==> config.mk <==
export PLATFORM = sky130hd
export DESIGN_NAME = ht_way_match
export DESIGN_NICKNAME = d
export VERILOG_FILES = /design/src/rtl/ht_cfg_pkg.sv /design/src/rtl/ht_types_pkg.sv /design/src/rtl/ht_way_match.sv
export SDC_FILE = /design/constraint.sdc
export NUM_CORES = 1
export LEC_CHECK = 0
export BUFFER_PORTS_ARGS = -buffer_cell sky130_fd_sc_hd__buf_2
export CAP_MARGIN = 10
export CORE_AREA = 5 5 42 44
export DETAILED_ROUTE_END_ITERATION = 12
export DIE_AREA = 0 0 47 49
export PLACE_DENSITY = 0.87
export SYNTH_ARGS = -nofsm -noshare
export SYNTH_HDL_FRONTEND = slang
export SYNTH_SLANG_ARGS = --single-unit
==> constraint.sdc <==
create_clock -name vclk -period 3.29
set_clock_uncertainty 0.05 [all_clocks]
set_input_delay 0.658 -clock vclk [all_inputs]
set_output_delay 0.658 -clock vclk [all_outputs]
set_load 0.01 [all_outputs]
==> src/rtl/ht_cfg_pkg.sv <==
package ht_cfg_pkg;

	// ==============================
	// Table geometry
	// ==============================
	localparam int NUM_WAYS     = 8;                        // Entries per group
	localparam int NUM_GROUPS   = 64;                       // Groups in the table
	localparam int GROUP_BITS   = 6;                        // log2(NUM_GROUPS)
	localparam int WAY_BITS     = 3;                        // log2(NUM_WAYS)
	localparam int CPU_ADR_BITS = GROUP_BITS + WAY_BITS;    // Group in upper bits, way in lower

	// ==============================
	// Address widths
	// ==============================
	localparam int VADR_BITS = 32;                          // Virtual address
	localparam int PAGE_BITS = 12;                          // 4 KiB pages
	localparam int VPN_BITS  = VADR_BITS - PAGE_BITS;      // 20 bit virtual page number
	localparam int PPN_BITS  = 16;                          // Physical page number
	localparam int PADR_BITS = PPN_BITS + PAGE_BITS;       // 28 bit physical address
	localparam int ASID_BITS = 8;

	// ==============================
	// Hash and bounce
	// ==============================
	localparam int MAX_BOUNCE    = 4;                       // Probes before giving up
	localparam int BOUNCE_STRIDE = 17;                      // Odd step, walks all groups
	localparam int BOUNCE_BITS   = 3;                       // Holds 0..MAX_BOUNCE

endpackage
==> src/rtl/ht_types_pkg.sv <==
package ht_types_pkg;

	// ==============================
	// Page table entry layout
	// ==============================
	// | valid | global | asid[7:0] | vpn[19:0] | ppn[15:0] |
	localparam int ENTRY_BITS = 46;

	localparam int E_VALID    = 45;                         // Entry in use
	localparam int E_GLOBAL   = 44;                         // Shared by all address spaces
	localparam int E_ASID_LSB = 36;                         // 43:36
	localparam int E_VPN_LSB  = 16;                         // 35:16
	localparam int E_PPN_LSB  = 0;                          // 15:0

	// One RAM word holds the whole group, way 0 in the low bits
	localparam int GROUP_BITS_WIDE = ht_cfg_pkg::NUM_WAYS * ENTRY_BITS;

	// ==============================
	// Walk FSM
	// ==============================
	typedef enum logic [1:0] {
		WALK_IDLE  = 2'd0,    // Waiting for vreq
		WALK_READ  = 2'd1,    // Group address on RAM port B
		WALK_CHECK = 2'd2,    // Group data at the comparators
		WALK_DONE  = 2'd3     // Result pulse cycle
	} walk_state_e;

endpackage

==> src/rtl/ht_way_match.sv <==
module ht_way_match (
	input  logic [ht_types_pkg::ENTRY_BITS-1:0] entry,
	input  logic [ht_cfg_pkg::VPN_BITS-1:0]     key_vpn,
	input  logic [ht_cfg_pkg::ASID_BITS-1:0]    key_asid,
	output logic                                hit,
	output logic                                empty
);

	logic valid;          // Entry in use
	logic global_pg;      // Entry visible to every asid
	logic vpn_eq;
	logic asid_eq;

	// Field pick from the packed entry
	assign valid     = entry[ht_types_pkg::E_VALID];
	assign global_pg = entry[ht_types_pkg::E_GLOBAL];

	assign vpn_eq  = entry[ht_types_pkg::E_VPN_LSB +: ht_cfg_pkg::VPN_BITS] == key_vpn;
	assign asid_eq = entry[ht_types_pkg::E_ASID_LSB +: ht_cfg_pkg::ASID_BITS] == key_asid;

	// Global pages skip the asid compare
	assign hit   = valid && vpn_eq && (global_pg || asid_eq);
	assign empty = !valid;            // Free slot, key cannot live further on

endmodule

## Word-level counts from Yosys, hierarchy flattened

Cells that the tools add are included.

- Eq/ne operators: 2
- Reduce and logical (&&, ||, !) cells: 4

Operators with widths:

| operator | count |
|---|---|
| == test 20 bit | 1 |
| == test 8 bit | 1 |
| logical AND 1 bit | 2 |
| logical NOT 1 bit | 1 |
| logical OR 1 bit | 1 |

- Logic and storage cells: 6
- Input bits: 74
- Output and inout port bits: 2
- Register bits after elaboration: 0

## Logic depth before layout (Yosys ltp)

- Word-level depth: 3
- Mapped depth: 4
- Depth with buffers taken out: 4

## Worst setup path before layout

No wires, ideal clock.

- Kind: input -> output
- From: in key_vpn[7] (netlist name)
- To: out hit
- Path buffers: 0
- Setup slack: 1.149 ns
- Data required time: 2.582 ns
- Stages: 4
- Arrival time: 1.433 ns
- Path through: xor2_1 > nor4_2 > nand4_1 > nor3_2

- Word-level cells in the longest chain between the ends: 3

Ends and longest elaborated chain:

| item | RTL line | source |
|---|---|---|
| start, declared | ht_way_match.sv:3 | `input logic [ht_cfg_pkg::VPN_BITS-1:0] key_vpn,` |
| == test 20 bit | ht_way_match.sv:18 | `assign vpn_eq = entry[ht_types_pkg::E_VPN_LSB +: ht_cfg_pkg::VPN_BITS] == key_vpn;` |
| logical AND 1 bit (2 in series) | ht_way_match.sv:22 | `assign hit = valid && vpn_eq && (global_pg \|\| asid_eq);` |
| end, declared | ht_way_match.sv:5 | `output logic hit,` |

Every way passes these cells.

## Worst setup path in the final report

- From: in key_vpn[10] (netlist name)
- To: out hit

Same word-level chain as after synthesis.

==> out/qor.txt <==
status = finished, final reports clean
critical-path cell list = buf_2 -> xor2_1 -> nor4_2 -> nand4_1 -> nor3_2 -> buf_2
Top cell by count, worst path = buf_2
Clock Power Share = 0
syn_nets = 114
Clock Buffer Count = 0
IO Pins = 76
crit path max fanout = 1
CP required = 2.58 ns
crit path DAT = 1.68 ns
Metal-1 WL = 326 um
register area = 0 um^2
P&R area growth vs syn = 95.17%
DRT iter0 DRCs = 1
RSZ-0062 raised after global routing = false
top cell type by total area after synthesis = xor2_1
sw power = 29.24 uW
largest net degree at the start of global routing = 3
final hold vios = 0
Synth top cells by count = 27 x xor2_1, 3 x nor4_1, 3 x nor4_2
slowest stage delay, CP = 0.28 ns
Port Buffers = 60
delay-heaviest family, CP = simple AND/OR/NAND/NOR gates
Fmax = 418.5 MHz
final setup violating endpoints = 0
Synth cell types = 10
P per Cell Area = 108.2 mW/mm^2
synth warn = 0
top layer in use = met3
sequential share of power = 0
mapped cell area = 336.6 um^2
register area share after synthesis = 0
Hold Buf Count CTS = 0
DIE WIDTH = 47 um
Fin Setup TNS = 0 ns
CP startpoint = key_vpn[10]
Hold Path Depth = 3
Via Count = 492
most frequent cell after synthesis = xor2_1
height of the die = 49 um
crit path kind = input pin to primary output
CP bufs+invs = 2
FP Rows = 14
Detail Route Antenna Nets = 0
Post-CTS Setup Inserts = 0
Die ar. = 0.002303 mm^2
Worst setup EP type = primary output
final sequential cell count = 0
vias in the first global route = 490
initial antenna violation count = 0
gr usage total = 0.08772
Final min period = 2.389 ns
Area contributors post-synth = xor2_1 70%, nor4_2 11%, nor4_1 5.6%, nor3_2 3.0%, xnor2_1 2.6%
first-pass GRT wire length = 1607 um
Initial Util = 0.2402
leakage dissipation = 0.0003680 uW
Post-DP HPWL = 1144 um
Stages on worst setup path = 6
routability cong. = 0.6705
met2 WL = 667 um
GRT overflow = 0
DRC viols = 0
Worst-Margin Slew = 0.2345 ns
max-slew violation count = 0
antenna fix cells = 0
Pint = 41.80 uW
highest-delay cell along the critical path = nor4_2
Syn Area/Cell = 8.414 um^2
VDD IR max = 0.00004590 V
total power = 71.04 uW
max_slew headroom = 0.8422
critical path startpoint category = input pin
TritonRoute pass-1 iters = 2
fin crit share = 0.7263
DRT Wirelength = 1155 um
Post-CTS Resized = 0
sw frac = 0.4116
synthesized instance count = 40
HP Class = input pin to primary output
drt wl/cell = 9.957 um
metal3 WL = 161 um
top cell type's share of synthesized area = 0.7026
logic gate share of total power = 1.000
core area = 0.001401 mm^2
max cap viols = 0
layout cells sized above 1 = 0.6400
fin nets = 176
hold path start = entry[45]
post-DR vias/cell = 4.241
through the flow:
stage	instance area [um^2]	hold WS [ns]	std cells	worst slack, ns	util
floorplan	336.6	1.310	40	1.149	-
global placement	656.9	1.510	116	0.8785	0.4688
detailed placement	656.9	1.508	116	0.8748	0.4688
CTS	656.9	1.508	116	0.8745	0.4688
global route	656.9	1.529	116	0.8000	0.4688
finish	656.9	1.506	116	0.9005	0.4688
path summary, 6_finish.rpt:
kind                end
setup / recovery    hit
hold / removal    empty
area by class of cell:
type	instances	area, um^2
fillers	148	744.5
well taps	16	20.02
multi-input cells	39	332.8
inverters	1	3.754
repair buffers	60	300.3
routing by layer:
layer	track usage	up-vias
met3	0.003690	0
met1	0.07609	202
li1	-	257
met4	0.009217	0
met2	0.1968	33
met5	0	-
kinds of logic (layout without fill, tap and decap cells):
logic type | count (synthesis) | in the layout | synth area share
and+or+nand+nor | 10 | 10 | 0.2454
AOI/OAI and AO/OA | 1 | 1 | 0.01486
xor gates and xnor gates | 28 | 28 | 0.7286
buffers and inverters | 1 | 61 | 0.01114
cell usage in the layout, fill, tap and decap left out, drive strengths merged:
cell	netlist	routed
buf	0	60
xor2	27	27
nor4	6	6
nor3	2	2
nand4	1	1
xnor2	1	1
nand3	1	1
a21oi	1	1
inv	1	1
power by group through the flow:
stage | Sequential, uW | Combinational (uW) | Clock, uW
finish | 0 | 71.0 | 0
floorplan | 0 | 29.1 | 0
global placement | 0 | 68.8 | 0
global route | 0 | 78.2 | 0
detailed placement | 0 | 71.9 | 0
CTS | 0 | 72.3 | 0
(Power assumes the default switching activity.)
