$ cat src/rtl/ht_cfg_pkg.sv
package ht_cfg_pkg;

	// ==============================
	// Table geometry
	// ==============================
	localparam int NUM_WAYS     = 8;                        // Entries per group
	localparam int NUM_GROUPS   = 64;                       // Groups in the table
	localparam int GROUP_BITS   = 6;                        // log2(NUM_GROUPS)
	localparam int WAY_BITS     = 3;                        // log2(NUM_WAYS)
	localparam int CPU_ADR_BITS = GROUP_BITS + WAY_BITS;    // Group in upper bits, way in lower

	// ==============================
	// Address widths
	// ==============================
	localparam int VADR_BITS = 32;                          // Virtual address
	localparam int PAGE_BITS = 12;                          // 4 KiB pages
	localparam int VPN_BITS  = VADR_BITS - PAGE_BITS;      // 20 bit virtual page number
	localparam int PPN_BITS  = 16;                          // Physical page number
	localparam int PADR_BITS = PPN_BITS + PAGE_BITS;       // 28 bit physical address
	localparam int ASID_BITS = 8;

	// ==============================
	// Hash and bounce
	// ==============================
	localparam int MAX_BOUNCE    = 4;                       // Probes before giving up
	localparam int BOUNCE_STRIDE = 17;                      // Odd step, walks all groups
	localparam int BOUNCE_BITS   = 3;                       // Holds 0..MAX_BOUNCE

endpackage
$ cat src/rtl/ht_types_pkg.sv
package ht_types_pkg;

	// ==============================
	// Page table entry layout
	// ==============================
	// | valid | global | asid[7:0] | vpn[19:0] | ppn[15:0] |
	localparam int ENTRY_BITS = 46;

	localparam int E_VALID    = 45;                         // Entry in use
	localparam int E_GLOBAL   = 44;                         // Shared by all address spaces
	localparam int E_ASID_LSB = 36;                         // 43:36
	localparam int E_VPN_LSB  = 16;                         // 35:16
	localparam int E_PPN_LSB  = 0;                          // 15:0

	// One RAM word holds the whole group, way 0 in the low bits
	localparam int GROUP_BITS_WIDE = ht_cfg_pkg::NUM_WAYS * ENTRY_BITS;

	// ==============================
	// Walk FSM
	// ==============================
	typedef enum logic [1:0] {
		WALK_IDLE  = 2'd0,    // Waiting for vreq
		WALK_READ  = 2'd1,    // Group address on RAM port B
		WALK_CHECK = 2'd2,    // Group data at the comparators
		WALK_DONE  = 2'd3     // Result pulse cycle
	} walk_state_e;

endpackage

$ cat src/rtl/ht_cpu_port.sv
module ht_cpu_port (
	input  logic                                clk,
	input  logic                                rst_n,
	// CPU strobes
	input  logic                                cs,
	input  logic                                we,
	input  logic [ht_cfg_pkg::CPU_ADR_BITS-1:0] cpu_adr,
	input  logic [ht_types_pkg::ENTRY_BITS-1:0] cpu_wdata,
	// RAM port A
	output logic                                ram_en,
	output logic                                ram_we,
	output logic [ht_cfg_pkg::CPU_ADR_BITS-1:0] ram_adr,
	output logic [ht_types_pkg::ENTRY_BITS-1:0] ram_wdata,
	input  logic [ht_types_pkg::ENTRY_BITS-1:0] ram_rdata,
	// CPU response
	output logic [ht_types_pkg::ENTRY_BITS-1:0] cpu_rdata,
	output logic                                cpu_ack
);

	logic [1:0] pend;     // Pending shift, bit 0 doubles as the RAM enable
	logic       start;    // Accepted access

	// New access only when nothing is in flight
	assign start  = cs && !(|pend);
	assign ram_en = pend[0];           // RAM acts one cycle after cs

	// ==============================
	// Control, with reset
	// ==============================
	always_ff @(posedge clk) begin
		if (!rst_n) begin
			pend    <= 2'b00;
			ram_we  <= 1'b0;
			cpu_ack <= 1'b0;
		end else begin
			pend    <= {pend[0], start};
			cpu_ack <= pend[1];            // Two cycles after cs
			if (start)
				ram_we <= we;               // Held until the next access
		end
	end

	// ==============================
	// Address and data
	// ==============================
	always_ff @(posedge clk) begin
		if (start) begin
			ram_adr   <= cpu_adr;
			ram_wdata <= cpu_wdata;
		end
		if (pend[1] && !ram_we)
			cpu_rdata <= ram_rdata;         // RAM data settled since last edge
	end

endmodule

$ cat config.mk
export PLATFORM = sky130hd
export DESIGN_NAME = ht_cpu_port
export DESIGN_NICKNAME = d
export VERILOG_FILES = /design/src/rtl/ht_cfg_pkg.sv /design/src/rtl/ht_types_pkg.sv /design/src/rtl/ht_cpu_port.sv
export SDC_FILE = /design/constraint.sdc
export NUM_CORES = 1
export LEC_CHECK = 0
export BUFFER_PORTS_ARGS = -buffer_cell sky130_fd_sc_hd__buf_2
export CORE_MARGIN = 2
export CORE_UTILIZATION = 41
export DETAILED_ROUTE_END_ITERATION = 10
export PLACE_DENSITY = 0.8
export SLEW_MARGIN = 25
export SYNTH_ARGS = -nofsm -noshare
export SYNTH_HDL_FRONTEND = slang
export SYNTH_SLANG_ARGS = --single-unit
$ cat constraint.sdc
create_clock -name clk -period 3.35 [get_ports clk]
set_input_delay 0.335 -clock clk [delete_from_list [all_inputs] [get_ports clk]]
set_output_delay 0.335 -clock clk [all_outputs]
set_load 0.05 [all_outputs]
[Word level (Yosys, flattened, before mapping)]
Cells that the tools add are included.
Storage, ports and cells
  bits in registers: 105
  output and inout bits: 104
  input port bits: 105
Cells by class
  reduce and logical (&&, ||, !) cells: 5
Operator list (number)
  $logic_and A1 B1 Y1: 2
  $logic_not A1 Y1: 2
  $reduce_or A2 Y1: 1

[Logic depth before layout (Yosys ltp)]
  word-level depth: 3
  depth in mapped cells: 2

[Worst setup path after synthesis]
No wires, ideal clock.
  path type: register to register
  from: register ram_we
  to: register cpu_rdata[0] in the netlist's numbering, enable pin
  stages on the path, launching flop included: 2
  path buffers: 0
  arrival time: 2596 ps
  period minus slack after synthesis: 3050 ps
  required time: 2896 ps
  library setup time: 454 ps
  setup slack: 300 ps
  cells stage by stage: dfxtp_1 nor2b_1
Between the ends
  longest elaborated chain between the ends: 2
RTL lines
  from (decl): RTL line ht_cpu_port.sv:11  | output logic ram_we,
  from (signal assigned): RTL line ht_cpu_port.sv:39  | ram_we <= we;
  $logic_not A1 Y1: RTL line ht_cpu_port.sv:51  | if (pend[1] && !ram_we)
  $logic_and A1 B1 Y1: RTL line ht_cpu_port.sv:51
  to (signal assigned): RTL line ht_cpu_port.sv:52  | cpu_rdata <= ram_rdata;
  to (decl): RTL line ht_cpu_port.sv:16  | output logic [ht_types_pkg::ENTRY_BITS-1:0] cpu_rdata,
Every way passes these cells.
A chain may end at the register's enable or synchronous reset.

[Worst setup path in the final report]
  from: register pend[1]
  to: register cpu_rdata[12] in the netlist's numbering, enable pin
Between the ends
  longest elaborated chain between the ends: 1
RTL lines
  from (decl): RTL line ht_cpu_port.sv:20  | logic [1:0] pend;
  from (signal assigned): RTL line ht_cpu_port.sv:36  | pend <= {pend[0], start};
  $logic_and A1 B1 Y1: RTL line ht_cpu_port.sv:51
Every way passes these cells.

==> results.md <==
* Post-CTS setup buffer count at 0
* Synthesized cell area at 0.00317 mm²
* Crit path capture type: register
* Via count at 1918
* Post-synthesis compound-gate area fraction at 0%
* Leakage at 0.00196 µW
* Clock Tree Buf Depth at 2
* Num CTS Buffers at 9
* Die width at 92.0 µm
* Yosys reg bits at 105
* Drt total wl at 6470 µm
* I/O Pins at 209
* Outcome: complete, no violations
* Overall die area at 0.00846 mm²
* Initial antenna violation count at 0
* Largest family of logic cells by synthesized area: simple AND/OR/NAND/NOR gates
* Post-Synth XOR/XNOR Area at 0%
* Gp weighted congestion at 0.708
* Fmax at 0.642 GHz
* Ys Warns at 0
* Commonest cells after routing, fill and taps aside: 208 x buf_2, 101 x edfxtp_1, 9 x clkbuf_8
* HPWL after DPL at 5110 µm
* Commonest non-fill, non-tap cell in the layout: buf_2
* Mapped Nets at 218
* Peak VDD IR at 0.408 mV
* CP Data Arrival Time at 1.61 ns
* Initial core utilization at 41.7%
* Port Buffers at 208
* DRC viols at 0
* First drt pass iteration count at 4
* Largest net degree at the start of global routing at 58
* Multiplexer area fraction after synthesis at 0.315%
* Clock Latency Late Sink at 0.35 ns
* CTS tree: done
* Power Total at 2750 µW
* CP max stage delay at 0.60 ns
* Crit-path slowest cell: nor2b_4
* MaxCap Viol Count at 0
* Startpoint types: register
* Placed insts at 425
* # setup viols final at 0
* # resized after CTS at 0
* First-pass GRT wire length at 9370 µm
* GRT Total Usage at 14.9%
* CTS sink count at 105
* Layout area overhead at 45.4%
* Final nets at 439
* Non-filler cells, final at 441
* Slew HR at 53.0%
* Hold Fails Final Rpt at 0
* Drt first-iter violations at 38
* DR WL/cell at 14.7 µm
* Gr ovfl total at 0
* H-tree Lvls at 3
* Adder-cell share of the synthesized area at 0%
* Min-delay worst type: input pin to register
* CP required at 3.40 ns
* CP bufs+invs at 1
* Number of global-route vias before repair at 1942
* Top Family by Delay on Critical Path: simple AND/OR/NAND/NOR gates
* Register area share after synthesis at 98.1%
* Synth unique cells at 7
* # hold bufs at CTS at 0
* Final Skew at 0.00986 ns
* Share of layout cells above drive strength 1 at 66.4%
* Row count at 32
* Worst path cell trace: nor2b_4 > buf_16
* WHS at 0.149 ns
* PwrDens at 597 mW/mm²
* Max-slew violation count at 0
* RSZ-0062 raised after global routing: no
* Ratio of final minimum period to clock period at 46.5%
* Clock transition at the registers of the reported paths at 0.10 ns
* Die height at 92.0 µm
* Minimum clock period at 1.56 ns
* Post-synthesis cell count at 113
* Worst Path Class, Setup: register to register
* Root Buffer: clkbuf_8
* Diodes inserted at 0
* CP Max Fanout at 24
* Placeable Area at 0.00761 mm²
* Worst-Margin Slew at 0.705 ns
* Post-Syn Area per Cell at 28.1 µm²
* Synth Area in Simple Gates at 1.62%
* Via-to-Cell Ratio at 4.35
* TNS Setup at 0 ns
* Final ANT Viol Nets at 0
-- stage by stage --
stage | instance area [µm²] | setup WS, ns | utilization (%)
after floorplan | 3170 | 0.300 | -
after global placement | 4360 | 1.60 | 57.3
after detailed placement | 4390 | 1.75 | 57.6
after CTS | 4620 | 1.77 | 60.7
after global routing | 4620 | 1.67 | 60.7
final | 4620 | 1.79 | 60.7
-- power breakdown --
group	internal (µW)	switching [µW]	leakage (µW)
clock network	496	378	0.000115
logic	85.7	268	0.000866
registers	1510	14.6	0.000979
-- cells in the mapped netlist --
master      n  area, µm²
edfxtp_1  101       3030
dfxtp_1     4       80.1
and2_1      3       18.8
nand2_1     2       7.51
mux2i_1     1       10.0
nor2b_1     1       6.26
nor3b_4     1       18.8
-- final timing paths --
kind	start	end	slack, ns	cells past startpoint
setup / recovery	pend[1]	cpu_rdata[12]	1.79	2
hold / removal	ram_rdata[44]	cpu_rdata[44]	0.15	1
setup reg to reg	pend[1]	cpu_rdata[12]	1.79	2
hold reg to reg	ram_we	ram_we	0.51	2
-- registers in the layout (all words and copies together) (netlist names) --
name       count
pend           2
ram_wdata     46
ram_we         1
cpu_ack        1
ram_adr        9
cpu_rdata     46
-- cell families after synthesis --
kind of cell	count (synthesis)
flops	105
simple gates	7
mux	1
-- layer usage --
metal  part of all wire, %  up-vias  GRT usage (%)  wire length [µm]
li1                      -      888              -                 -
met1                    34      871           15.4              2170
met2                    50      148           26.2              3270
met3                    14       11           7.07               932
met4                   1.5        0           5.60                97
met5                     0        -              0                 0
-- cell type report --
type | instances | area [µm²]
clock buffer | 12 | 135
clock inverter | 4 | 95.1
fill | 576 | 2990
multi-input combinational | 8 | 68.8
sequential | 105 | 3110
tap | 102 | 128
timing repair buffer | 210 | 1080
(Power assumes the default switching activity.)
