## config.mk

```make
export PLATFORM = sky130hd
export DESIGN_NAME = ht_hash
export DESIGN_NICKNAME = d
export VERILOG_FILES = /design/src/rtl/ht_cfg_pkg.sv /design/src/rtl/ht_hash.sv
export SDC_FILE = /design/constraint.sdc
export NUM_CORES = 1
export LEC_CHECK = 0
export ABC_AREA = 1
export CORE_AREA = 4 4 41 43
export CTS_BUF_LIST = sky130_fd_sc_hd__clkbuf_16
export CTS_CLUSTER_DIAMETER = 50
export DETAILED_ROUTE_END_ITERATION = 16
export DIE_AREA = 0 0 45 47
export DONT_BUFFER_PORTS = 1
export GPL_TIMING_DRIVEN = 0
export PLACE_DENSITY_LB_ADDON = 0.3
export SETUP_SLACK_MARGIN = 0.5
export SLEW_MARGIN = 30
export SYNTH_ARGS = -nofsm -noshare
export SYNTH_HDL_FRONTEND = slang
export SYNTH_SLANG_ARGS = --single-unit
```

## constraint.sdc

```tcl
create_clock -name clk -period 1.9 [get_ports clk]
set_clock_uncertainty 0.15 [all_clocks]
set_input_delay 0.38 -clock clk [delete_from_list [all_inputs] [get_ports clk]]
set_output_delay 0.38 -clock clk [all_outputs]
set_load 0.005 [all_outputs]
```

## src/rtl/ht_cfg_pkg.sv

```systemverilog
package ht_cfg_pkg;

	// ==============================
	// Table geometry
	// ==============================
	localparam int NUM_WAYS     = 8;                        // Entries per group
	localparam int NUM_GROUPS   = 64;                       // Groups in the table
	localparam int GROUP_BITS   = 6;                        // log2(NUM_GROUPS)
	localparam int WAY_BITS     = 3;                        // log2(NUM_WAYS)
	localparam int CPU_ADR_BITS = GROUP_BITS + WAY_BITS;    // Group in upper bits, way in lower

	// ==============================
	// Address widths
	// ==============================
	localparam int VADR_BITS = 32;                          // Virtual address
	localparam int PAGE_BITS = 12;                          // 4 KiB pages
	localparam int VPN_BITS  = VADR_BITS - PAGE_BITS;      // 20 bit virtual page number
	localparam int PPN_BITS  = 16;                          // Physical page number
	localparam int PADR_BITS = PPN_BITS + PAGE_BITS;       // 28 bit physical address
	localparam int ASID_BITS = 8;

	// ==============================
	// Hash and bounce
	// ==============================
	localparam int MAX_BOUNCE    = 4;                       // Probes before giving up
	localparam int BOUNCE_STRIDE = 17;                      // Odd step, walks all groups
	localparam int BOUNCE_BITS   = 3;                       // Holds 0..MAX_BOUNCE

endpackage
```

## src/rtl/ht_hash.sv

```systemverilog
module ht_hash (
	input  logic                                 clk,
	input  logic                                 rst_n,
	input  logic [ht_cfg_pkg::VPN_BITS-1:0]      key_vpn,
	input  logic [ht_cfg_pkg::ASID_BITS-1:0]     key_asid,
	input  logic [ht_cfg_pkg::BOUNCE_BITS-1:0]   bounce,
	output logic [ht_cfg_pkg::GROUP_BITS-1:0]    group
);

	logic [ht_cfg_pkg::GROUP_BITS-1:0] base;      // Primary group
	logic [31:0]                       step;      // Bounce offset before wrap

	// Primary hash mixes the low vpn bits with the asid
	assign base = key_vpn[ht_cfg_pkg::GROUP_BITS-1:0] ^ key_asid[ht_cfg_pkg::GROUP_BITS-1:0];

	// Each bounce moves a fixed stride further round the table
	assign step = bounce * ht_cfg_pkg::BOUNCE_STRIDE;

	// ==============================
	// Probe group register
	// ==============================
	// Follows key and bounce one cycle late, drives RAM port B
	always_ff @(posedge clk) begin
		if (!rst_n)
			group <= '0;
		else
			group <= base + step[ht_cfg_pkg::GROUP_BITS-1:0];   // Wraps mod NUM_GROUPS
	end

endmodule

```

Yosys cells after proc, flatten, opt, wreduce, memory -nomap -nowiden
Cells that the tools add are included. Widths: inputs -> output; s select.

Add/sub/neg operators: 1. Multiply operators: 1. Bitwise logic cells: 1.

Operator list (number): $add 6x6->6 (1); $mul 3x5->6 const B (1); $xor 6x6->6 (1).

Bits in registers: 6. Logic and storage cells: 4.

Depth between registers and ports, before layout
Gate-level depths: netlist of the first run.

Depth after elaboration: 2. Depth in mapped cells: 10.

Worst setup path after synthesis of the first run
Ideal clock, no wire load.

Path type: input to register. Start: input key_asid[1] (netlist name). End: register group[5] (netlist name). Setup time: 115 ps. Data arrival time: 1757 ps. Required time: 1635 ps. Stages: 10. Setup slack: -122 ps. Cell sequence: xor2_1 > ha_1 > ha_1 > fa_1 > nand2_1 > nand2_1 > nand2_1 > nand3_1 > nand2_1 > nor2_1.

Word-level cells in the longest chain between the ends: 2.

Ends and longest elaborated chain: from (decl) (line ht_hash.sv:5) `input logic [ht_cfg_pkg::ASID_BITS-1:0] key_asid,`; $xor 6x6->6 (line ht_hash.sv:14) `assign base = key_vpn[ht_cfg_pkg::GROUP_BITS-1:0] ^ key_asid[ht_cfg_pkg::GROUP_BITS-1:0];`; $add 6x6->6 (line ht_hash.sv:27) `group <= base + step[ht_cfg_pkg::GROUP_BITS-1:0];`; to (signal assigned) (line ht_hash.sv:27); to (decl) (line ht_hash.sv:7) `output logic [ht_cfg_pkg::GROUP_BITS-1:0] group`.

Every way passes these cells. A chain may end at the register's enable or synchronous reset.

Final worst setup path of the first run
Same ends and word-level chain as after synthesis.

==> impl_metrics.toml, run 1 <==
[detailed_routing]
drt-initial-drc-count = 5
vias = 353
drt-total-wl_um = 699
vias_per_cell = 4.584
dr.pass1.iters = 4
drc = 0
wire_per_inst_um = 9.078
antenna_left = 0

[pwr]
power.density_mw_per_mm2 = 1079
seqPwrFrac_pct = 26.3
power_switching_share_pct = 21.13
clock_power_share_pct = 56.6
p_leak_nw = 0.3002
ir_worst_vdd_uv = 295.7
p_comb_share_pct = 17.2
switchingPower_mw = 0.1240
p_int_mw = 0.4631

[finish]
final_layout_size_suffix_gt1_share_pct = 12.90
regMostFlops = "group"
largest_reg_flops = 6
reg.largest.list = "group: 6 flops"
syn_to_final_growth_pct = 25.00
insertedDiodeCount = 0
nNetsFinal = 105
fin_cells = 77
fill_cells = 141
fin_area_um2 = 544.3
area.sequential_um2 = 120.1
multi_input_area_um2 = 285.3

[grt]
grt_pass1_vias = 321
grt_use_met2_pct = 11.30
antenna_found_initial = 0
grt_max_degree = 7
busiest_layer = "met2"
grt_pass1_wl_um = 1200
grt_use_met3_pct = 2.299
grt-ovfl-total = 0
use_met1_pct = 9.862
grt_usage_pct = 8.003

[yosys]
synth_seq_cells = 6
muxShareOfSynthArea_pct = 0
synth_area_leaders = "dfxtp_1 (28%), ha_1 (20%), nand2_1 (14%)"
syn_nets = 99
synthCells = 58
synth_area_um2 = 435.4
yosysTopAreaCellShare_pct = 27.59
ys_types = 12
ys_warn_count = 0
synthAdderAreaFrac_pct = 24.71
synth.avg_cell_area_um2 = 7.507
seq_area_frac_synth_pct = 27.59
synth-simple-area-share_pct = 21.26
synth_compound_area_share_pct = 5.747
yosysTopAreaCell = "dfxtp_1"
synth_top_family_by_area = "adder cells"
synth-xor-area-share_pct = 12.07

[timing]
post-route-period-util_pct = 89.65
slew_violations = 0
rsz0062_at_grt = "yes"
fin_crit_ns = 1.703
worstMarginPinSlew_ns = 0.1561
fmax_ghz = 0.5871
max_slew_margin_pct = 89.59
hold_viol = 0
setup_violations = 0
setup_ws_ns = 0.1967

[clock_tree]
clkSinkCount = 6
cts_made_buffers = 3
root_buffer = "clkbuf_16"
cts_tree = "done"
htreeDepth = 1
clockBufferDepth = 2
clk_pin_slew_ns = 0.03

[floorplan]
die_area_mm2 = 0.002115
ios = 39
die_w_um = 45
placementRows = 13
core_area_mm2 = 0.001301
start_util_pct = 33.46
die_y_um = 47

[worst_hold_path]
min_path_type = "primary input to register"
hold_depth = 2
min_to = "group[0]"
hold_path_startpoint = "rst_n"

[placed_design]
port_buffers = 0
placed_cells = 73
post-dp-hpwl_um = 621.2
place_ws_ns = -0.04973
routabilityCongestion = 0.7500
place_area_um2 = 459.2

[run]
cap_viol_max_count = 0

[critical_path]
arrival_ns = 1.66
worstPathMaxFanout = 2
worstPathRequired_ns = 1.86
start_kind = "primary input"
crit_type = "primary input to register"
cp-end-kind = "register"

[run_status]
status = "finished clean"
==> worst max-delay path, cell delays in order <==
cell and delay (ns):
xor2_1 0.14, ha_1 0.27, ha_2 0.19, fa_2 0.34, nand2_1 0.07, nand2_1 0.06, nand2_2 0.06, nand3_1 0.07
nand2_1 0.05, nor2_1 0.04
==> metal layers <==
metal	part of all wire [%]	up-vias
met5	0	-
met2	47	15
met3	13	0
li1	-	188
met1	40	150
met4	0	0
==> how the worst max path moves through the flow <==
stage | endpoint | slack (ns) | startpoint | cells past startpoint
final | group[5] | 0.20 | key_asid[1] | 10
after global routing | group[5] | 0.1 | key_asid[1] | 10
after CTS | group[5] | 0.19 | key_asid[1] | 10
after detailed placement | group[5] | -0.05 | key_asid[1] | 10
after global placement | group[5] | -0.04 | key_asid[1] | 10
after floorplan | group[5] | 0.02 | key_asid[1] | 10
==> cell usage in the layout, fill, tap and decap left out, drive strengths merged <==
| cell | count |
|---|---|
| dfxtp | 6 |
| buf | 1 |
| a21oi | 4 |
| nand2 | 16 |
| inv | 10 |
| ha | 7 |
| nor2 | 4 |
| xnor2 | 1 |
| nand3 | 3 |
| o21ai | 1 |
| xor2 | 5 |
| fa | 1 |
| clkbuf | 3 |
==> power by group through the flow <==
stage / Clock (mW) / Combinational [mW] / Sequential [mW]
finish: 0.332 / 0.101 / 0.154
floorplan: 0 / 0.0791 / 0.155
global route: 0.351 / 0.122 / 0.156
global placement: 0 / 0.0950 / 0.157
detailed placement: 0 / 0.0967 / 0.157
CTS: 0.340 / 0.101 / 0.155
==> cell type report <==
cell class                 count  share of cell area, %
clock buffer                   3                  13.79
inverter                      10                  6.897
multi-input combinational     42                  52.41
sequential                     6                  22.07
tap                           15                  3.448
timing repair buffer           1                  1.379
==> per-stage QoR <==
step	util, %	total power, mW	setup TNS (ns)	hold WS (ns)
finish	41.83	0.5871	0	0.1045
floorplan	-	0.2338	0	0.3235
detailed placement	35.29	0.2535	-0.04973	0.3334
CTS	41.63	0.5969	0	0.1044
global placement	35.29	0.2519	-0.03511	0.3335
global route	41.83	0.6293	0	0.1234
==> synthesized netlist by cell type (all sizes together) <==
library cell / count
a21oi: 4
dfxtp: 6
fa: 1
ha: 7
inv: 10
nand2: 16
nand3: 3
nor2: 4
o21ai: 1
xnor2: 1
xor2: 5
==> cells by family after synthesis <==
| group | Yosys count |
|---|---|
| xor gates and xnor gates | 6 |
| adders and majority gates | 8 |
| and+or+nand+nor | 23 |
| AOI/OAI and AO/OA | 5 |
| buffers and inverters | 10 |
| DFF | 6 |
==> timing repair <==
| action | CTS | global route |
|---|---|---|
| hold buffers | 0 | 0 |
| setup buffers | 1 | 0 |
| gates cloned | 0 | 0 |
| endpoints found under the setup margin | 4 | 4 |
| hold endpoints to repair | 0 | 0 |
| resized for setup | 1 | 1 |
| pin swaps | 0 | 1 |
Power figures use the tool's default switching activity.
==> inputs of run 2 (changes only) <==
--- a/config.mk
+++ b/config.mk
@@ -6,11 +6,13 @@
 export NUM_CORES = 1
 export LEC_CHECK = 0
 export ABC_AREA = 1
-export CORE_AREA = 4 4 41 43
+export CELL_PAD_IN_SITES_DETAIL_PLACEMENT = 1
+export CELL_PAD_IN_SITES_GLOBAL_PLACEMENT = 1
+export CORE_MARGIN = 4
+export CORE_UTILIZATION = 32
 export CTS_BUF_LIST = sky130_fd_sc_hd__clkbuf_16
 export CTS_CLUSTER_DIAMETER = 50
 export DETAILED_ROUTE_END_ITERATION = 16
-export DIE_AREA = 0 0 45 47
 export DONT_BUFFER_PORTS = 1
 export GPL_TIMING_DRIVEN = 0
 export PLACE_DENSITY_LB_ADDON = 0.3
==> run 2 against run 1 <==
Against the previous run:
- flip-flop and latch count stayed put
- critical path depth did not move
- maximum frequency is 0.16% lower
- routed wire length is 32% higher
- final cell count grew 2.6%
- worst setup slack worse by 0.0027 ns
- global-route usage is 1.7 points higher
- first-iteration DRC count decreased by 40%
==> impl_metrics.toml, run 2 (synthesized netlist as in run 1, its figures left out) <==
[floorplan]
die_w_um = 44.89
start_util_pct = 33.89
ios = 39
placementRows = 13
die_y_um = 44.89
die_area_mm2 = 0.002015
core_area_mm2 = 0.001285

[pwr]
power_switching_share_pct = 22.82
clock_power_share_pct = 51.7
p_int_mw = 0.4959
ir_worst_vdd_uv = 372.5
switchingPower_mw = 0.1466
p_leak_nw = 0.3183
totalPowerFinal_mw = 0.6424
p_comb_share_pct = 24.4
power.density_mw_per_mm2 = 989.3
seqPwrFrac_pct = 23.9

[grt]
grt_use_met2_pct = 13.18
grt_pass1_wl_um = 1304
busiest_layer = "met2"
grt_pass1_vias = 340
grt_usage_pct = 9.688
grt_max_degree = 7
grt_use_met3_pct = 5.578
use_met1_pct = 10.44
antenna_found_initial = 0
grt-ovfl-total = 0

[critical_path]
start_kind = "primary input"
arrival_ns = 1.67
cp-startpoint = "key_asid[1]"
crit_type = "primary input to register"
endpoint = "group[5]"
worstPathRequired_ns = 1.87
worstPathMaxFanout = 2
cp-end-kind = "register"

[run]
cap_viol_max_count = 0

[clock_tree]
clk_pin_slew_ns = 0.03
cts_made_buffers = 3
cts_tree = "done"
clkSinkCount = 6
root_buffer = "clkbuf_16"
htreeDepth = 1
clockBufferDepth = 2

[worst_hold_path]
min_path_type = "primary input to register"

[finish]
regMostFlops = "group"
final_core_util_pct = 50.54
reg.largest.list = "group: 6 flops"
final_common_cell = "nand2_1"
fin_cells = 79
largest_reg_flops = 6
fill_cells = 152
syn_to_final_growth_pct = 49.14
insertedDiodeCount = 0
layout_common_cells = "nand2_1 (16), inv_1 (10), dfxtp_1 (6), xor2_1 (4)"
nNetsFinal = 107
final_layout_size_suffix_gt1_share_pct = 26.56

[timing]
worstMarginPinSlew_ns = 0.2730
hold_viol = 0
slew_violations = 0
post-route-period-util_pct = 89.79
fmax_ghz = 0.5862
max_slew_margin_pct = 81.74
fin_crit_ns = 1.706
rsz0062_at_grt = "yes"
setup_violations = 0

[placed_design]
port_buffers = 0
post-dp-hpwl_um = 703.3
placed_cells = 73
routabilityCongestion = 0.6451

[detailed_routing]
antenna_left = 0
vias_per_cell = 4.722
drc = 0
wire_per_inst_um = 11.67
drt-total-wl_um = 922
dr.pass1.iters = 2
vias = 373
drt-initial-drc-count = 3

[run_status]
status = "finished clean"
==> run 2: layout make-up <==
cell class,instances,area (um2),area share (%)
repair buffers,3,26.28,4.046
clock buffers,3,75.07,11.56
well taps,15,18.77,2.890
multi-input cells,42,371.6,57.23
flip-flops and latches,6,120.1,18.50
inverters,10,37.54,5.780
==> run 2: worst min-delay path by stage <==
stage | slack [ns] | to | cells past startpoint | from
after floorplan | 0.32 | group[0] | 2 | rst_n
after CTS | 0.10 | group[2] | 2 | rst_n
after global placement | 0.33 | group[1] | 2 | rst_n
final | 0.10 | group[0] | 2 | rst_n
after global routing | 0.12 | group[2] | 2 | rst_n
after detailed placement | 0.34 | group[0] | 2 | rst_n
==> run 2: what timing repair did <==
action | CTS | global route
endpoints found under the setup margin | 4 | 4
resized for setup | 1 | 13
hold buffers | 0 | 0
gates cloned | 0 | 0
setup buffers | 2 | 1
pin swaps | 0 | 5
==> run 2: worst max-delay path, cell delays in order <==
cell and delay, ns:
xor2_1 0.14, ha_1 0.27, ha_2 0.19, fa_2 0.34, nand2_1 0.06, nand2_1 0.05
nand2_1 0.07, nand3_1 0.07, nand2_1 0.06, nor2_1 0.04
==> run 2: metal layers <==
layer,vias up,share of wire [%]
met4,0,1.8
met5,-,0
met2,19,49
met3,2,11
met1,161,38
li1,191,-
==> run 2: per-stage QoR <==
step,setup slack [ns],setup TNS [ns],area (um2),hold slack (ns)
after CTS,0.1748,0,549.3,0.1037
after global routing,0.1487,0,649.4,0.1217
final,0.1940,0,649.4,0.1039
after detailed placement,-0.07470,-0.07470,459.2,0.3370
after floorplan,0.01757,0,440.4,0.3235
after global placement,-0.06179,-0.06179,459.2,0.3318
==> run 2: power groups by stage <==
stage	logic, mW	registers, mW	clock network, mW
after floorplan	0.0791	0.155	0
after global placement	0.0971	0.156	0
after detailed placement	0.101	0.156	0
after CTS	0.107	0.154	0.340
after global routing	0.178	0.156	0.347
final	0.156	0.154	0.332
