--- config.mk ---
export PLATFORM = sky130hd
export DESIGN_NAME = ht_walk_ctrl
export DESIGN_NICKNAME = d
export VERILOG_FILES = /design/src/rtl/ht_cfg_pkg.sv /design/src/rtl/ht_types_pkg.sv /design/src/rtl/ht_walk_ctrl.sv
export SDC_FILE = /design/constraint.sdc
export NUM_CORES = 1
export LEC_CHECK = 0
export ABC_AREA = 1
export ABC_CLOCK_PERIOD_IN_PS = 5650
export BUFFER_PORTS_ARGS = -buffer_cell sky130_fd_sc_hd__buf_2
export CAP_MARGIN = 20
export CORE_AREA = 2 2 208 210
export DETAILED_ROUTE_END_ITERATION = 16
export DIE_AREA = 0 0 210 212
export SLEW_MARGIN = 20
export SYNTH_ARGS = -nofsm -noshare
export SYNTH_HDL_FRONTEND = slang
export SYNTH_SLANG_ARGS = --single-unit
--- constraint.sdc ---
create_clock -name clk -period 5.65 [get_ports clk]
set_clock_uncertainty 0.05 [all_clocks]
set_input_delay 0.2825 -clock clk [delete_from_list [all_inputs] [get_ports clk]]
set_output_delay 0.2825 -clock clk [all_outputs]
set_load 0.1 [all_outputs]
--- src/rtl/ht_cfg_pkg.sv ---
package ht_cfg_pkg;

	// ==============================
	// Table geometry
	// ==============================
	localparam int NUM_WAYS     = 8;                        // Entries per group
	localparam int NUM_GROUPS   = 64;                       // Groups in the table
	localparam int GROUP_BITS   = 6;                        // log2(NUM_GROUPS)
	localparam int WAY_BITS     = 3;                        // log2(NUM_WAYS)
	localparam int CPU_ADR_BITS = GROUP_BITS + WAY_BITS;    // Group in upper bits, way in lower

	// ==============================
	// Address widths
	// ==============================
	localparam int VADR_BITS = 32;                          // Virtual address
	localparam int PAGE_BITS = 12;                          // 4 KiB pages
	localparam int VPN_BITS  = VADR_BITS - PAGE_BITS;      // 20 bit virtual page number
	localparam int PPN_BITS  = 16;                          // Physical page number
	localparam int PADR_BITS = PPN_BITS + PAGE_BITS;       // 28 bit physical address
	localparam int ASID_BITS = 8;

	// ==============================
	// Hash and bounce
	// ==============================
	localparam int MAX_BOUNCE    = 4;                       // Probes before giving up
	localparam int BOUNCE_STRIDE = 17;                      // Odd step, walks all groups
	localparam int BOUNCE_BITS   = 3;                       // Holds 0..MAX_BOUNCE

endpackage
--- src/rtl/ht_types_pkg.sv ---
package ht_types_pkg;

	// ==============================
	// Page table entry layout
	// ==============================
	// | valid | global | asid[7:0] | vpn[19:0] | ppn[15:0] |
	localparam int ENTRY_BITS = 46;

	localparam int E_VALID    = 45;                         // Entry in use
	localparam int E_GLOBAL   = 44;                         // Shared by all address spaces
	localparam int E_ASID_LSB = 36;                         // 43:36
	localparam int E_VPN_LSB  = 16;                         // 35:16
	localparam int E_PPN_LSB  = 0;                          // 15:0

	// One RAM word holds the whole group, way 0 in the low bits
	localparam int GROUP_BITS_WIDE = ht_cfg_pkg::NUM_WAYS * ENTRY_BITS;

	// ==============================
	// Walk FSM
	// ==============================
	typedef enum logic [1:0] {
		WALK_IDLE  = 2'd0,    // Waiting for vreq
		WALK_READ  = 2'd1,    // Group address on RAM port B
		WALK_CHECK = 2'd2,    // Group data at the comparators
		WALK_DONE  = 2'd3     // Result pulse cycle
	} walk_state_e;

endpackage

--- src/rtl/ht_walk_ctrl.sv ---
module ht_walk_ctrl (
	input  logic                                     clk,
	input  logic                                     rst_n,
	// Lookup request
	input  logic                                     vreq,
	input  logic [ht_cfg_pkg::VADR_BITS-1:0]         vadr,
	input  logic [ht_cfg_pkg::ASID_BITS-1:0]         asid,
	// Comparator results and group contents
	input  logic [ht_cfg_pkg::NUM_WAYS-1:0]          hits,
	input  logic [ht_cfg_pkg::NUM_WAYS-1:0]          empties,
	input  logic [ht_types_pkg::GROUP_BITS_WIDE-1:0] group_data,
	input  logic [ht_cfg_pkg::GROUP_BITS-1:0]        group,
	// To hash and comparators
	output logic [ht_cfg_pkg::VPN_BITS-1:0]          key_vpn,
	output logic [ht_cfg_pkg::ASID_BITS-1:0]         key_asid,
	output logic [ht_cfg_pkg::BOUNCE_BITS-1:0]       bounce,
	// Result
	output logic                                     busy,
	output logic [ht_cfg_pkg::PADR_BITS-1:0]         padr,
	output logic                                     padrv,
	output logic                                     page_fault,
	output logic [ht_cfg_pkg::VADR_BITS-1:0]         fault_adr,
	output logic [ht_cfg_pkg::ASID_BITS-1:0]         fault_asid,
	output logic [ht_cfg_pkg::GROUP_BITS-1:0]        fault_group
);

	ht_types_pkg::walk_state_e state;

	logic                              prime;      // First READ waits for the hash register
	logic [ht_cfg_pkg::PAGE_BITS-1:0]  key_off;    // Page offset of the held vadr
	logic                              accept;     // vreq taken this cycle
	logic                              in_check;
	logic                              hit_any;
	logic                              fault_now;  // Empty way seen or probes used up
	logic [ht_cfg_pkg::PPN_BITS-1:0]   hit_ppn;    // ppn of lowest hit way

	assign accept   = vreq && !busy;
	assign in_check = (state == ht_types_pkg::WALK_CHECK);
	assign hit_any  = |hits;
	// bounce already points one past the probe under check
	assign fault_now = in_check && !hit_any &&
		((|empties) || (bounce == ht_cfg_pkg::MAX_BOUNCE));

	// ==============================
	// Hit priority encoder
	// ==============================
	// Walk downwards so the lowest hit way is the last one assigned
	always_comb begin
		hit_ppn = '0;
		for (int w = ht_cfg_pkg::NUM_WAYS - 1; w >= 0; w--) begin
			if (hits[w])
				hit_ppn = group_data[w * ht_types_pkg::ENTRY_BITS + ht_types_pkg::E_PPN_LSB
					+: ht_cfg_pkg::PPN_BITS];
		end
	end

	// ==============================
	// Walk FSM
	// ==============================
	always_ff @(posedge clk) begin
		if (!rst_n) begin
			state      <= ht_types_pkg::WALK_IDLE;
			prime      <= 1'b0;
			bounce     <= '0;
			busy       <= 1'b0;
			padrv      <= 1'b0;
			page_fault <= 1'b0;
		end else begin
			padrv      <= 1'b0;               // Result strobes last one cycle
			page_fault <= 1'b0;
			case (state)
				ht_types_pkg::WALK_IDLE, ht_types_pkg::WALK_DONE: begin
					state <= ht_types_pkg::WALK_IDLE;
					if (accept) begin
						state  <= ht_types_pkg::WALK_READ;
						prime  <= 1'b1;        // Hash of the new key not yet registered
						bounce <= '0;
						busy   <= 1'b1;
					end
				end
				ht_types_pkg::WALK_READ: begin
					if (prime)
						prime <= 1'b0;          // Extra cycle on the first probe only
					else begin
						state  <= ht_types_pkg::WALK_CHECK;
						bounce <= bounce + 1'b1;   // Hash starts on the next group early
					end
				end
				ht_types_pkg::WALK_CHECK: begin
					if (hit_any) begin
						state <= ht_types_pkg::WALK_DONE;
						busy  <= 1'b0;
						padrv <= 1'b1;
					end else if (fault_now) begin
						state      <= ht_types_pkg::WALK_DONE;
						busy       <= 1'b0;
						page_fault <= 1'b1;
					end else
						state <= ht_types_pkg::WALK_READ;   // Full group, bounce
				end
				default: state <= ht_types_pkg::WALK_IDLE;
			endcase
		end
	end

	// ==============================
	// Key and result registers
	// ==============================
	always_ff @(posedge clk) begin
		if (accept) begin
			key_vpn  <= vadr[ht_cfg_pkg::VADR_BITS-1:ht_cfg_pkg::PAGE_BITS];
			key_off  <= vadr[ht_cfg_pkg::PAGE_BITS-1:0];
			key_asid <= asid;
		end
		if (in_check && hit_any)
			padr <= {hit_ppn, key_off};       // Physical page plus offset
		if (fault_now) begin
			fault_adr   <= {key_vpn, key_off};
			fault_asid  <= key_asid;
			fault_group <= group;             // Still the probed group at this edge
		end
	end

endmodule

# After elaboration in Yosys (flattened, before gate mapping)
# Index checks and enable logic that the tools add are counted.
# W data, S select, Z words.
# classes
addsub	1
n_eq_ne	7
reduce_logical	18
muxes	23
bitwise	2
# ops
operator	count
$mux W16	8
$reduce_or A8 Y1	2
$reduce_or A10 Y1	1
$mux W1	6
$mux W2	3
$mux W3	2
$pmux W2 S3	1
$pmux W3 S2	1
$reduce_and A3 Y1	2
$eq A2 B2 Y1 const B	2
$logic_and A1 B1 Y1	4
$ne A2 B2 Y1 const B	2
$pmux W1 S2	2
$reduce_and A2 Y1	2
$reduce_bool A2 Y1	2
$add A3 B1 Y3 const B	1
$eq A3 B3 Y1 const B	1
$ne A3 B1 Y1 const B	1
$eq A2 B1 Y1 const B	1
$logic_not A1 Y1	2
$logic_not A2 Y1	1
$not A1 Y1	2
$reduce_or A2 Y1	1
$logic_or A1 B1 Y1	1
# totals
register_bits	123
out_inout_bits	108
input_bits	433
wordCells	64

# Longest topological paths before layout
# Gate-level depths: netlist of run 1.
# logic_depth
word_depth	8
depth_mapped	11
depth_no_buf	10

# Worst setup path before layout of run 1
# OpenSTA, ideal clock, no wires.
# synth_timing
path_kind	flip-flop to flip-flop
startpoint	register bounce[2] (netlist bit)
endpoint	register fault_adr[0] (netlist bit) (enable)
period_less_slack_ns	3.704
setup_ns	0.449
path_stages_with_launch	5
path_buffers	0
arrival_ns	3.204
path_slack_ns	1.946
t_required_ns	5.151
cell_sequence	dfxtp_1 -> nand2_1 -> nand3_1 -> nor2_1 -> nor2_1
# synth_via
elab_chain_cells	3
# synth_rtl
element	line_no	rtl
start: declaration	ht_walk_ctrl.sv:16	output logic [ht_cfg_pkg::BOUNCE_BITS-1:0] bounce,
start signal: assignment	ht_walk_ctrl.sv:86	bounce <= bounce + 1'b1;
$eq A3 B3 Y1	ht_walk_ctrl.sv:42	((|empties) || (bounce == ht_cfg_pkg::MAX_BOUNCE));
$logic_or A1 B1 Y1	ht_walk_ctrl.sv:42	
$logic_and A1 B1 Y1	ht_walk_ctrl.sv:41	assign fault_now = in_check && !hit_any &&
named net fault_now	ht_walk_ctrl.sv:34	logic fault_now;
end signal: assignment	ht_walk_ctrl.sv:118	fault_adr <= {key_vpn, key_off};
end: declaration	ht_walk_ctrl.sv:22	output logic [ht_cfg_pkg::VADR_BITS-1:0] fault_adr,
# The timed path passes the listed nets, and every way through them passes these cells.
# A chain may end at the register's enable or synchronous reset.

# Worst setup path in the final report of run 1
# layout_timing
startpoint	input hits[1] (netlist bit)
endpoint	register fault_adr[8] (netlist bit) (enable)
# layout_via
elab_chain_cells	4
# layout_rtl
element	line_no	rtl
start: declaration	ht_walk_ctrl.sv:9	input logic [ht_cfg_pkg::NUM_WAYS-1:0] hits,
$reduce_or A8 Y1	ht_walk_ctrl.sv:39	assign hit_any = |hits;
$logic_not A1 Y1	ht_walk_ctrl.sv:41	
$logic_and A1 B1 Y1 (2 in series)	ht_walk_ctrl.sv:41	
named net fault_now	ht_walk_ctrl.sv:34	
# The timed path passes the listed nets, and every way through them passes these cells.

==> flow_summary.ini, run 1 <==
[synthesis]
synth_top_area_share_pct = 64.35
yosys.area.top_type = edfxtp_1
ys_top_cells_by_count = nand2_1, edfxtp_1, nor2_1
synth.distinct_cells = 26
synth_nets = 925
synth-seq-area-share_pct = 67.73
synth_ff_type = edfxtp_1
ys_warn_count = 0
synth-edff-count = 114
avgSynthCellArea_sq_um = 10.90
ys_seq_elements = 123
syn_area_sq_um = 5320
syn_inst = 488
synth_most_common_cell = nand2_1
synth.area.top_cells = edfxtp_1, nand2_1, nor2_1
async_reset_ff_share_pct = 0

[clocking]
cts_tree = yes
clock_latency_ns = 0.42
cts.clk_slew.worst_paths_ns = 0.06
cts_buffer_depth = 2
cts_setup_buffers = 0
cts_resized = 0
root_buffer = clkbuf_16
cts_buffers = 17
htreeDepth = 4
clock_sinks = 123

[sta]
setup_viol = 0
final-hold-violation-count = 0
fin_crit_sh_pct = 38.23
clock.fmax_mhz = 463.0
slew_violations = 0
rsz0062_at_grt = no
tightest_slew_ns = 0.9819
setup-tns-final_ns = 0
fin_crit_ns = 2.160
max_slew_margin_pct = 34.54

[die]
die-height_um = 212
core_area_sq_um = 42510
rows = 76
die_area_sq_um = 44520
initial_utilization_pct = 12.52
chipWidth_um = 210
ioPinCount = 541

[status]
status = finished clean

[worst_setup_path]
cp-start-kind = input port
cp.arrival_ns = 2.15
end_kind = flop
critPathMaxFanout = 46
worstSetupPathType = in -> reg
cp.required_ns = 5.64

[final_layout]
stdcell_area_sq_um = 8397
syn2layout_area_growth_pct = 57.83
fillers = 4661
register_area_sq_um = 3603
drive_gt1_share_pct = 41.96
multi_input_area_sq_um = 1481
fin_cells = 1395
fin_nets = 1270

[hold_path]
hp-class = in -> reg

[route]
top_layer = met5
drt_iter0_markers = 300
antenna_left = 0
drtPass1Iterations = 5
wl_per_cell_um = 15.06
drc = 0
dr_wl_met2_um = 10230
num_vias = 4861
wirelength_um = 21010
wl_met1_um = 9275
routed-wl-met3_um = 1259
via_per_inst = 3.485

[placed_design]
post_dp_cell_area_sq_um = 7362
place_congestion = 0.8406
dp_cells = 1314
dp_hpwl_um = 16930
port_buffers = 300

[pwr]
p_per_area_nw_per_um2 = 305.5
peakVddDrop_mv = 0.1923
leakagePower_uw = 0.003520

[global_routing]
grt_pass1_wl_um = 28010
antenna_found_initial = 4
grt_max_degree = 47
grt_pass1_vias = 4580
grtUsageTotal_pct = 8.928
grt_overflow = 0

[job]
cap_violations = 0
[timing repair]
action / CTS / global route
setup endpoints to repair: 0 / 0
hold buffers: 46 / 0
hold endpoints to repair: 46 / 0
[through the flow]
step / power (uW) / hold WS, ns / utilization, % / setup WS, ns
after floorplan: 1377 / 0.3314 / - / 1.946
after global placement: 1516 / 0.3720 / 17.32 / 2.998
after detailed placement: 1523 / 0.3766 / 17.32 / 2.999
after CTS: 2607 / 0.03789 / 19.74 / 3.442
after global routing: 2670 / 0.05943 / 19.74 / 3.312
final: 2565 / 0.07441 / 19.75 / 3.490
[placed cells by master, fill, tap and decap left out]
cell,count
o21ai_0,6
nor3_1,3
clkbuf_1,1
bufinv_16,1
a211oi_1,1
diode_2,3
clkinvlp_4,4
buf_2,300
ha_1,4
clkinv_2,2
buf_4,2
nor2_1,90
nor2_4,4
nor2_2,1
xor2_1,1
inv_8,2
inv_6,6
a21oi_1,54
clkinv_4,2
edfxtp_1,114
nand3_2,3
a31oi_1,2
inv_1,14
dlygate4sd3_1,46
clkbuf_16,17
nand3_1,19
a21oi_2,11
dfxtp_1,9
nand2_1,127
[power breakdown]
part           internal [uW]  leakage (uW)  switching [uW]  total, uW
Clock                    614      0.000266             426       1040
Sequential              1040       0.00112            19.9       1060
Combinational            126       0.00213             336        461
[critical path, stage by stage]
cell and delay (ns):
buf_2 0.29, nor2_1 0.33, nand3_2 0.15, nor2_4 0.25, nand2_1 0.15, nor2_4 0.10, buf_4 0.51
[layer usage]
metal | vias to the layer above | GRT usage [%]
li1 | 2361 | -
met1 | 2272 | 11.13
met2 | 209 | 14.58
met3 | 17 | 2.703
met4 | 2 | 3.277
met5 | - | 0
[cell families after synthesis]
kind of cell             after synthesis  synth area share [%]
buffers and inverters                 39                 4.798
adder cells (fa/ha/maj)                4                0.9408
AND/OR/NAND/NOR                      247                 18.53
XOR/XNOR                               1                0.1647
flip-flops                           123                 67.73
AO/OA/AOI/OAI                         74                 7.832
[layout make-up]
class	instances	area share (%)
flip-flops and latches	123	42.91
multi-input cells	326	17.64
well taps	546	8.136
diodes	3	0.08941
clock inverters	14	1.639
repair buffers	348	23.54
inverters	17	0.9239
clock buffers	18	5.111
[final timing paths]
check	to	from	cells past startpoint	slack [ns]
setup / recovery	fault_adr[8]	hits[1]	7	3.49
hold / removal	busy	rst_n	3	0.07
setup reg to reg	padr[14]	state[0]	4	3.63
hold reg to reg	fault_adr[23]	key_vpn[11]	0	0.39
[state kept, by name, indices dropped and copies added, names as in the netlist, 2 cells and up]
name,count
bounce,3
fault_adr,32
key_vpn,20
padr,28
fault_group,6
fault_asid,8
key_asid,8
state,2
key_off,12
No activity file was read; power rests on OpenSTA's default activity.
==> run 2, diff against run 1 <==
- ABC_AREA: 1 -> 0
- ABC_CLOCK_PERIOD_IN_PS: 5650 -> 2000
- clock period: 5.65 -> 2 ns (I/O delays scaled with it)
==> flow_summary.ini, run 2 <==
[final_layout]
fillers = 4585
largest_reg_flops = 32
fin_nets = 1145
layout_common_cells = buf_2, edfxtp_1, dlygate4sd3_1
final_common_cell = buf_2
fin_util_pct = 19.83
top_register = fault_adr
reg_top3 = fault_adr x32, padr x28, key_vpn x20
fin_cells = 1271
syn2layout_area_growth_pct = 71.79
drive_gt1_share_pct = 51.87

[clocking]
cts.clk_slew.worst_paths_ns = 0.06
htreeDepth = 4
cts_buffers = 17
clock_latency_ns = 0.41
cts_setup_buffers = 0
cts_tree = yes
clock_sinks = 123
cts_buffer_depth = 2
root_buffer = clkbuf_16

[pwr]
p_per_area_nw_per_um2 = 845.5
peakVddDrop_mv = 0.4845
internal-power_uw = 5059
p_comb_share_pct = 16.1
seqPwrFrac_pct = 41.7
switching_share_pct = 29.00
leakagePower_uw = 0.003363
pwr-share-clk_pct = 42.2
p_sw_uw = 2066

[route]
drc = 0
wirelength_um = 23390
num_vias = 4491
antenna_left = 0
drtPass1Iterations = 4
wl_per_cell_um = 18.41
drt_iter0_markers = 210
via_per_inst = 3.533

[worst_setup_path]
cp.required_ns = 2.31
cp.arrival_ns = 2.13
crit_top_cell = and2_1
cp_num_buf_inv = 1
critPathMaxFanout = 11
worstSetupPathType = reg -> reg
path_depth = 6
crit_path_max_incr_delay_ns = 0.39
reg2reg_depth = 6
critPathSlowestCell = a211oi_1
cp-start-kind = flop
r2r-start = state[1]
crit_chain = inv_1 -> ha_1 -> and2_1 -> a211oi_1 -> mux2i_1 -> and2_1
timing.critical_path.from = state[1]
end_kind = flop
crit_family = compound AO/OA/AOI/OAI gates

[synthesis]
ys_top_cells_by_count = edfxtp_1, a221oi_1, nor2b_1
syn_area_sq_um = 4906
synth-seq-area-share_pct = 73.45
synth.distinct_cells = 45
ys_seq_elements = 123
avgSynthCellArea_sq_um = 15.14
synth_ff_type = edfxtp_1
synth_top_area_share_pct = 69.78
async_reset_ff_share_pct = 0
ys_warn_count = 0
synth_most_common_cell = edfxtp_1
syn_inst = 324
synth-edff-count = 114
yosys.area.top_type = edfxtp_1
synth_nets = 761
synth.area.top_cells = edfxtp_1, a221oi_1, dfxtp_1

[sta]
clock.fmax_mhz = 548.7
slew_violations = 0
timing.final.ws_setup_ns = 0.1776
setup_viol = 0
fin_crit_sh_pct = 91.12
rsz0062_at_grt = no
max_slew_margin_pct = 62.35
setup-tns-final_ns = 0
final-hold-violation-count = 0
fin_crit_ns = 1.822
tightest_slew_ns = 0.5686

[die]
initial_utilization_pct = 11.54
die_area_sq_um = 44520
chipWidth_um = 210
rows = 76
core_area_sq_um = 42510
die-height_um = 212
ioPinCount = 541

[hold_path]
hp-class = in -> reg
min-delay-start = group_data[13]
whs_path_depth = 3

[global_routing]
grt_pass1_vias = 4725
grt_overflow = 0
grt_max_degree = 42
grtUsageTotal_pct = 10.32
grt_pass1_wl_um = 31900
antenna_found_initial = 14

[placed_design]
dp_cells = 1183
place_congestion = 0.7829
place_ws_ns = 0.04629
dp_hpwl_um = 18840
port_buffers = 300

[job]
cap_violations = 0

[status]
status = finished clean
==> run 2: cell count changes after synthesis, moves of 17 or more <==
| cell | previous run | this run |
|---|---|---|
| nor2_1 | 92 | 11 |
| nor2b_1 | 0 | 21 |
| nand3_1 | 19 | 2 |
| nand2_1 | 127 | 13 |
| a221oi_1 | 0 | 26 |
| a21oi_1 | 54 | 5 |
==> run 2: area by class of cell <==
type,count,area [sq um],area share (%)
Multi-Input combinational cell,173,1192,14.15
Clock buffer,17,425.4,5.048
Antenna cell,4,10.01,0.1188
Tap cell,546,683.2,8.106
Clock inverter,15,151.4,1.796
Timing Repair Buffer,382,2310,27.41
Inverter,11,45.04,0.5344
Sequential cell,123,3611,42.84
==> run 2: timing repair <==
action	4_1_cts	5_1_grt
endpoints found under the hold margin	58	2
hold buffers	50	2
gates resized for setup	0	0
==> run 2: stage by stage <==
stage                     hold slack [ns]  area (sq um)  power (uW)
after floorplan                    0.1489          4922        3659
after global placement             0.2268          7321        4087
after detailed placement           0.2281          7321        4107
after CTS                        0.001236          8398        7264
after global routing              0.02468          8418        7430
final                             0.01585          8428        7126
==> run 2: worst reg2reg max path, stage by stage (launching register included) <==
cell and delay, ns:
dfxtp_1 0.34, inv_1 0.06, ha_1 0.31, and2_1 0.23, a211oi_1 0.39, mux2i_1 0.24, and2_1 0.13
==> run 2: cells by family (layout without fill, tap and decap cells) <==
group | Yosys count | after routing | synth area share (%)
xor+xnor | 2 | 2 | 0.3571
compound gates | 81 | 81 | 12.65
fa+ha+maj | 4 | 4 | 1.020
mux | 2 | 2 | 0.4081
other cells | 0 | 4 | 0
buf+inv | 28 | 425 | 2.372
flops | 123 | 123 | 73.45
simple gates | 84 | 84 | 9.743
==> run 2: power by group through the flow <==
stage	Sequential [uW]	Combinational (uW)	Clock (uW)
2_1_floorplan	3430	232	0
3_3_place_gp	3020	1070	0
3_5_place_dp	3020	1080	0
4_1_cts	2970	1170	3130
5_1_grt	2980	1220	3230
6_report	2970	1150	3010
==> run 2: worst paths after layout <==
check	end	slack [ns]
setup / recovery	bounce[1]	0.18
hold / removal	padr[25]	0.02
setup reg to reg	bounce[1]	0.18
hold reg to reg	fault_adr[29]	0.39
==> run 2: routing by layer <==
layer / wire (um) / vias up / GRT usage, %
met1: 9810 / 2172 / 12.56
met3: 1700 / 33 / 3.309
met5: 73 / - / 0
met2: 11430 / 194 / 17.41
met4: 380 / 12 / 3.130
li1: - / 2080 / -
==> run 3, diff against run 2 <==
- ABC_AREA: 0 -> 1
- CELL_PAD_IN_SITES_DETAIL_PLACEMENT: default -> 1
- CELL_PAD_IN_SITES_GLOBAL_PLACEMENT: default -> 1
- CORE_AREA: 2 2 208 210 -> 2 2 210 212
- DIE_AREA: 0 0 210 212 -> 0 0 212 214
- PLACE_DENSITY_LB_ADDON: default -> 0.1
==> flow_summary.ini, run 3 (synthesized netlist as in run 1, its figures left out) <==
[status]
status = finished clean

[global_routing]
antenna_found_initial = 24
grt_max_degree = 31
grt_pass1_wl_um = 34030
grt_pass1_vias = 5297
grt_overflow = 0
grtUsageTotal_pct = 10.30

[die]
die-height_um = 214
ioPinCount = 541
initial_utilization_pct = 12.41
core_area_sq_um = 42890
die_area_sq_um = 45370
chipWidth_um = 212
rows = 76

[pwr]
pwr-share-clk_pct = 42.9
internal-power_uw = 5437
seqPwrFrac_pct = 39.5
leakagePower_uw = 0.003691
peakVddDrop_mv = 0.5158
switching_share_pct = 28.50
p_comb_share_pct = 17.7
p_sw_uw = 2168
p_per_area_nw_per_um2 = 860.5

[hold_path]
whs_path_depth = 3
min_to = padr[16]
hp-class = in -> reg
min-delay-start = group_data[4]

[sta]
clock.fmax_mhz = 603.4
tightest_slew_ns = 0.5832
slew_violations = 0
final-hold-violation-count = 0
setup-tns-final_ns = 0
fin_crit_sh_pct = 82.87
max_slew_margin_pct = 61.08
setup_viol = 0
rsz0062_at_grt = no
fin_crit_ns = 1.657

[placed_design]
port_buffers = 300
post_dp_cell_area_sq_um = 7586
dp_hpwl_um = 19550
dp_cells = 1366
place_congestion = 0.7056

[clocking]
htreeDepth = 4
cts_resized = 0
root_buffer = clkbuf_16
clock_sinks = 123
cts_tree = yes
clock_latency_ns = 0.42
cts.clk_slew.worst_paths_ns = 0.06
cts_buffer_depth = 2
cts_buffers = 17

[final_layout]
syn2layout_area_growth_pct = 66.11
largest_reg_flops = 32
reg_top3 = fault_adr x32, padr x28, key_vpn x20
top_register = fault_adr
stdcell_area_sq_um = 8837
fin_cells = 1469
final_common_cell = buf_2
fin_nets = 1297
layout_common_cells = buf_2, nand2_1, edfxtp_1
drive_gt1_share_pct = 43.07

[route]
drc = 0
drt_iter0_markers = 152
wl_per_cell_um = 16.22
via_per_inst = 3.327
num_vias = 4888
wirelength_um = 23830
antenna_left = 0
drtPass1Iterations = 4

[worst_setup_path]
r2r-start = state[0]
cp-start-kind = flop
critPathMaxFanout = 29
reg2reg_to = fault_adr[25]
cp.arrival_ns = 1.72
cp.required_ns = 2.06
ff2ff_setup_slack_ns = 0.34
worstSetupPathType = reg -> reg
reg2reg_depth = 5
end_kind = flop

[job]
cap_violations = 0
run 3: cell count changes in the layout (fill, tap and decap cells not counted), moves of 13 or more:
cell,before,now
nand2_1,13,127
a21oi_1,5,54
buf_4,25,11
nor2b_1,21,0
nor2_1,11,89
a221oi_1,26,0
o22ai_1,13,0
nand3_1,2,18
run 3: worst max-delay path, cell delays in order (launching register included):
cell and delay (ns):
dfxtp_1 0.33, inv_1 0.06, ha_1 0.30, nand2_1 0.17, nor2_4 0.20, buf_12 0.22
run 3: routing by layer:
layer	track usage [%]	up-vias	wire length, um
li1	-	2427	-
met1	11.47	2152	9875
met2	16.45	240	10290
met3	6.524	43	3234
met4	2.394	26	248
met5	0	-	175
run 3: area by class of cell:
class	count	area [sq um]
Antenna cell	11	27.53
Timing Repair Buffer	375	2265
Clock inverter	14	193.9
Inverter	17	77.57
Tap cell	585	732.0
Fill cell	5067	34050
Multi-Input combinational cell	326	1494
Sequential cell	123	3618
Clock buffer	18	429.2
run 3: how the worst max path moves through the flow:
stage	to	cells past startpoint	slack, ns	start
3_3_place_gp	fault_adr[29]	7	0.30	hits[5]
5_1_grt	bounce[0]	8	0.23	state[0]
3_5_place_dp	fault_adr[29]	7	0.30	hits[5]
2_1_floorplan	fault_adr[0]	6	0.001	bounce[0]
6_report	fault_adr[25]	5	0.34	state[0]
4_1_cts	fault_adr[29]	5	0.32	state[0]
run 3: stage by stage:
stage                     total power (uW)  setup slack (ns)  hold slack [ns]  utilization [%]
after floorplan                       3897          0.001227           0.1489                -
after global placement                4329            0.2974           0.2274            17.69
after detailed placement              4332            0.3029           0.2288            17.69
after CTS                             7782            0.3175         0.002679            20.54
after global routing                  7972            0.2309          0.02698            20.57
final                                 7605            0.3427        0.0002324            20.61
run 3: timing repair:
action,4_1_cts,5_1_grt
hold buffers,60,0
buffers inserted,0,0
endpoints found under the hold margin,61,0
setup endpoints to repair,0,0
run 3: power groups by stage:
| stage | Clock (uW) | Combinational [uW] | Sequential, uW |
|---|---|---|---|
| finish | 3260 | 1340 | 3000 |
| global route | 3500 | 1460 | 3010 |
| floorplan | 0 | 349 | 3550 |
| CTS | 3400 | 1380 | 3010 |
| global placement | 0 | 1270 | 3060 |
| detailed placement | 0 | 1270 | 3060 |
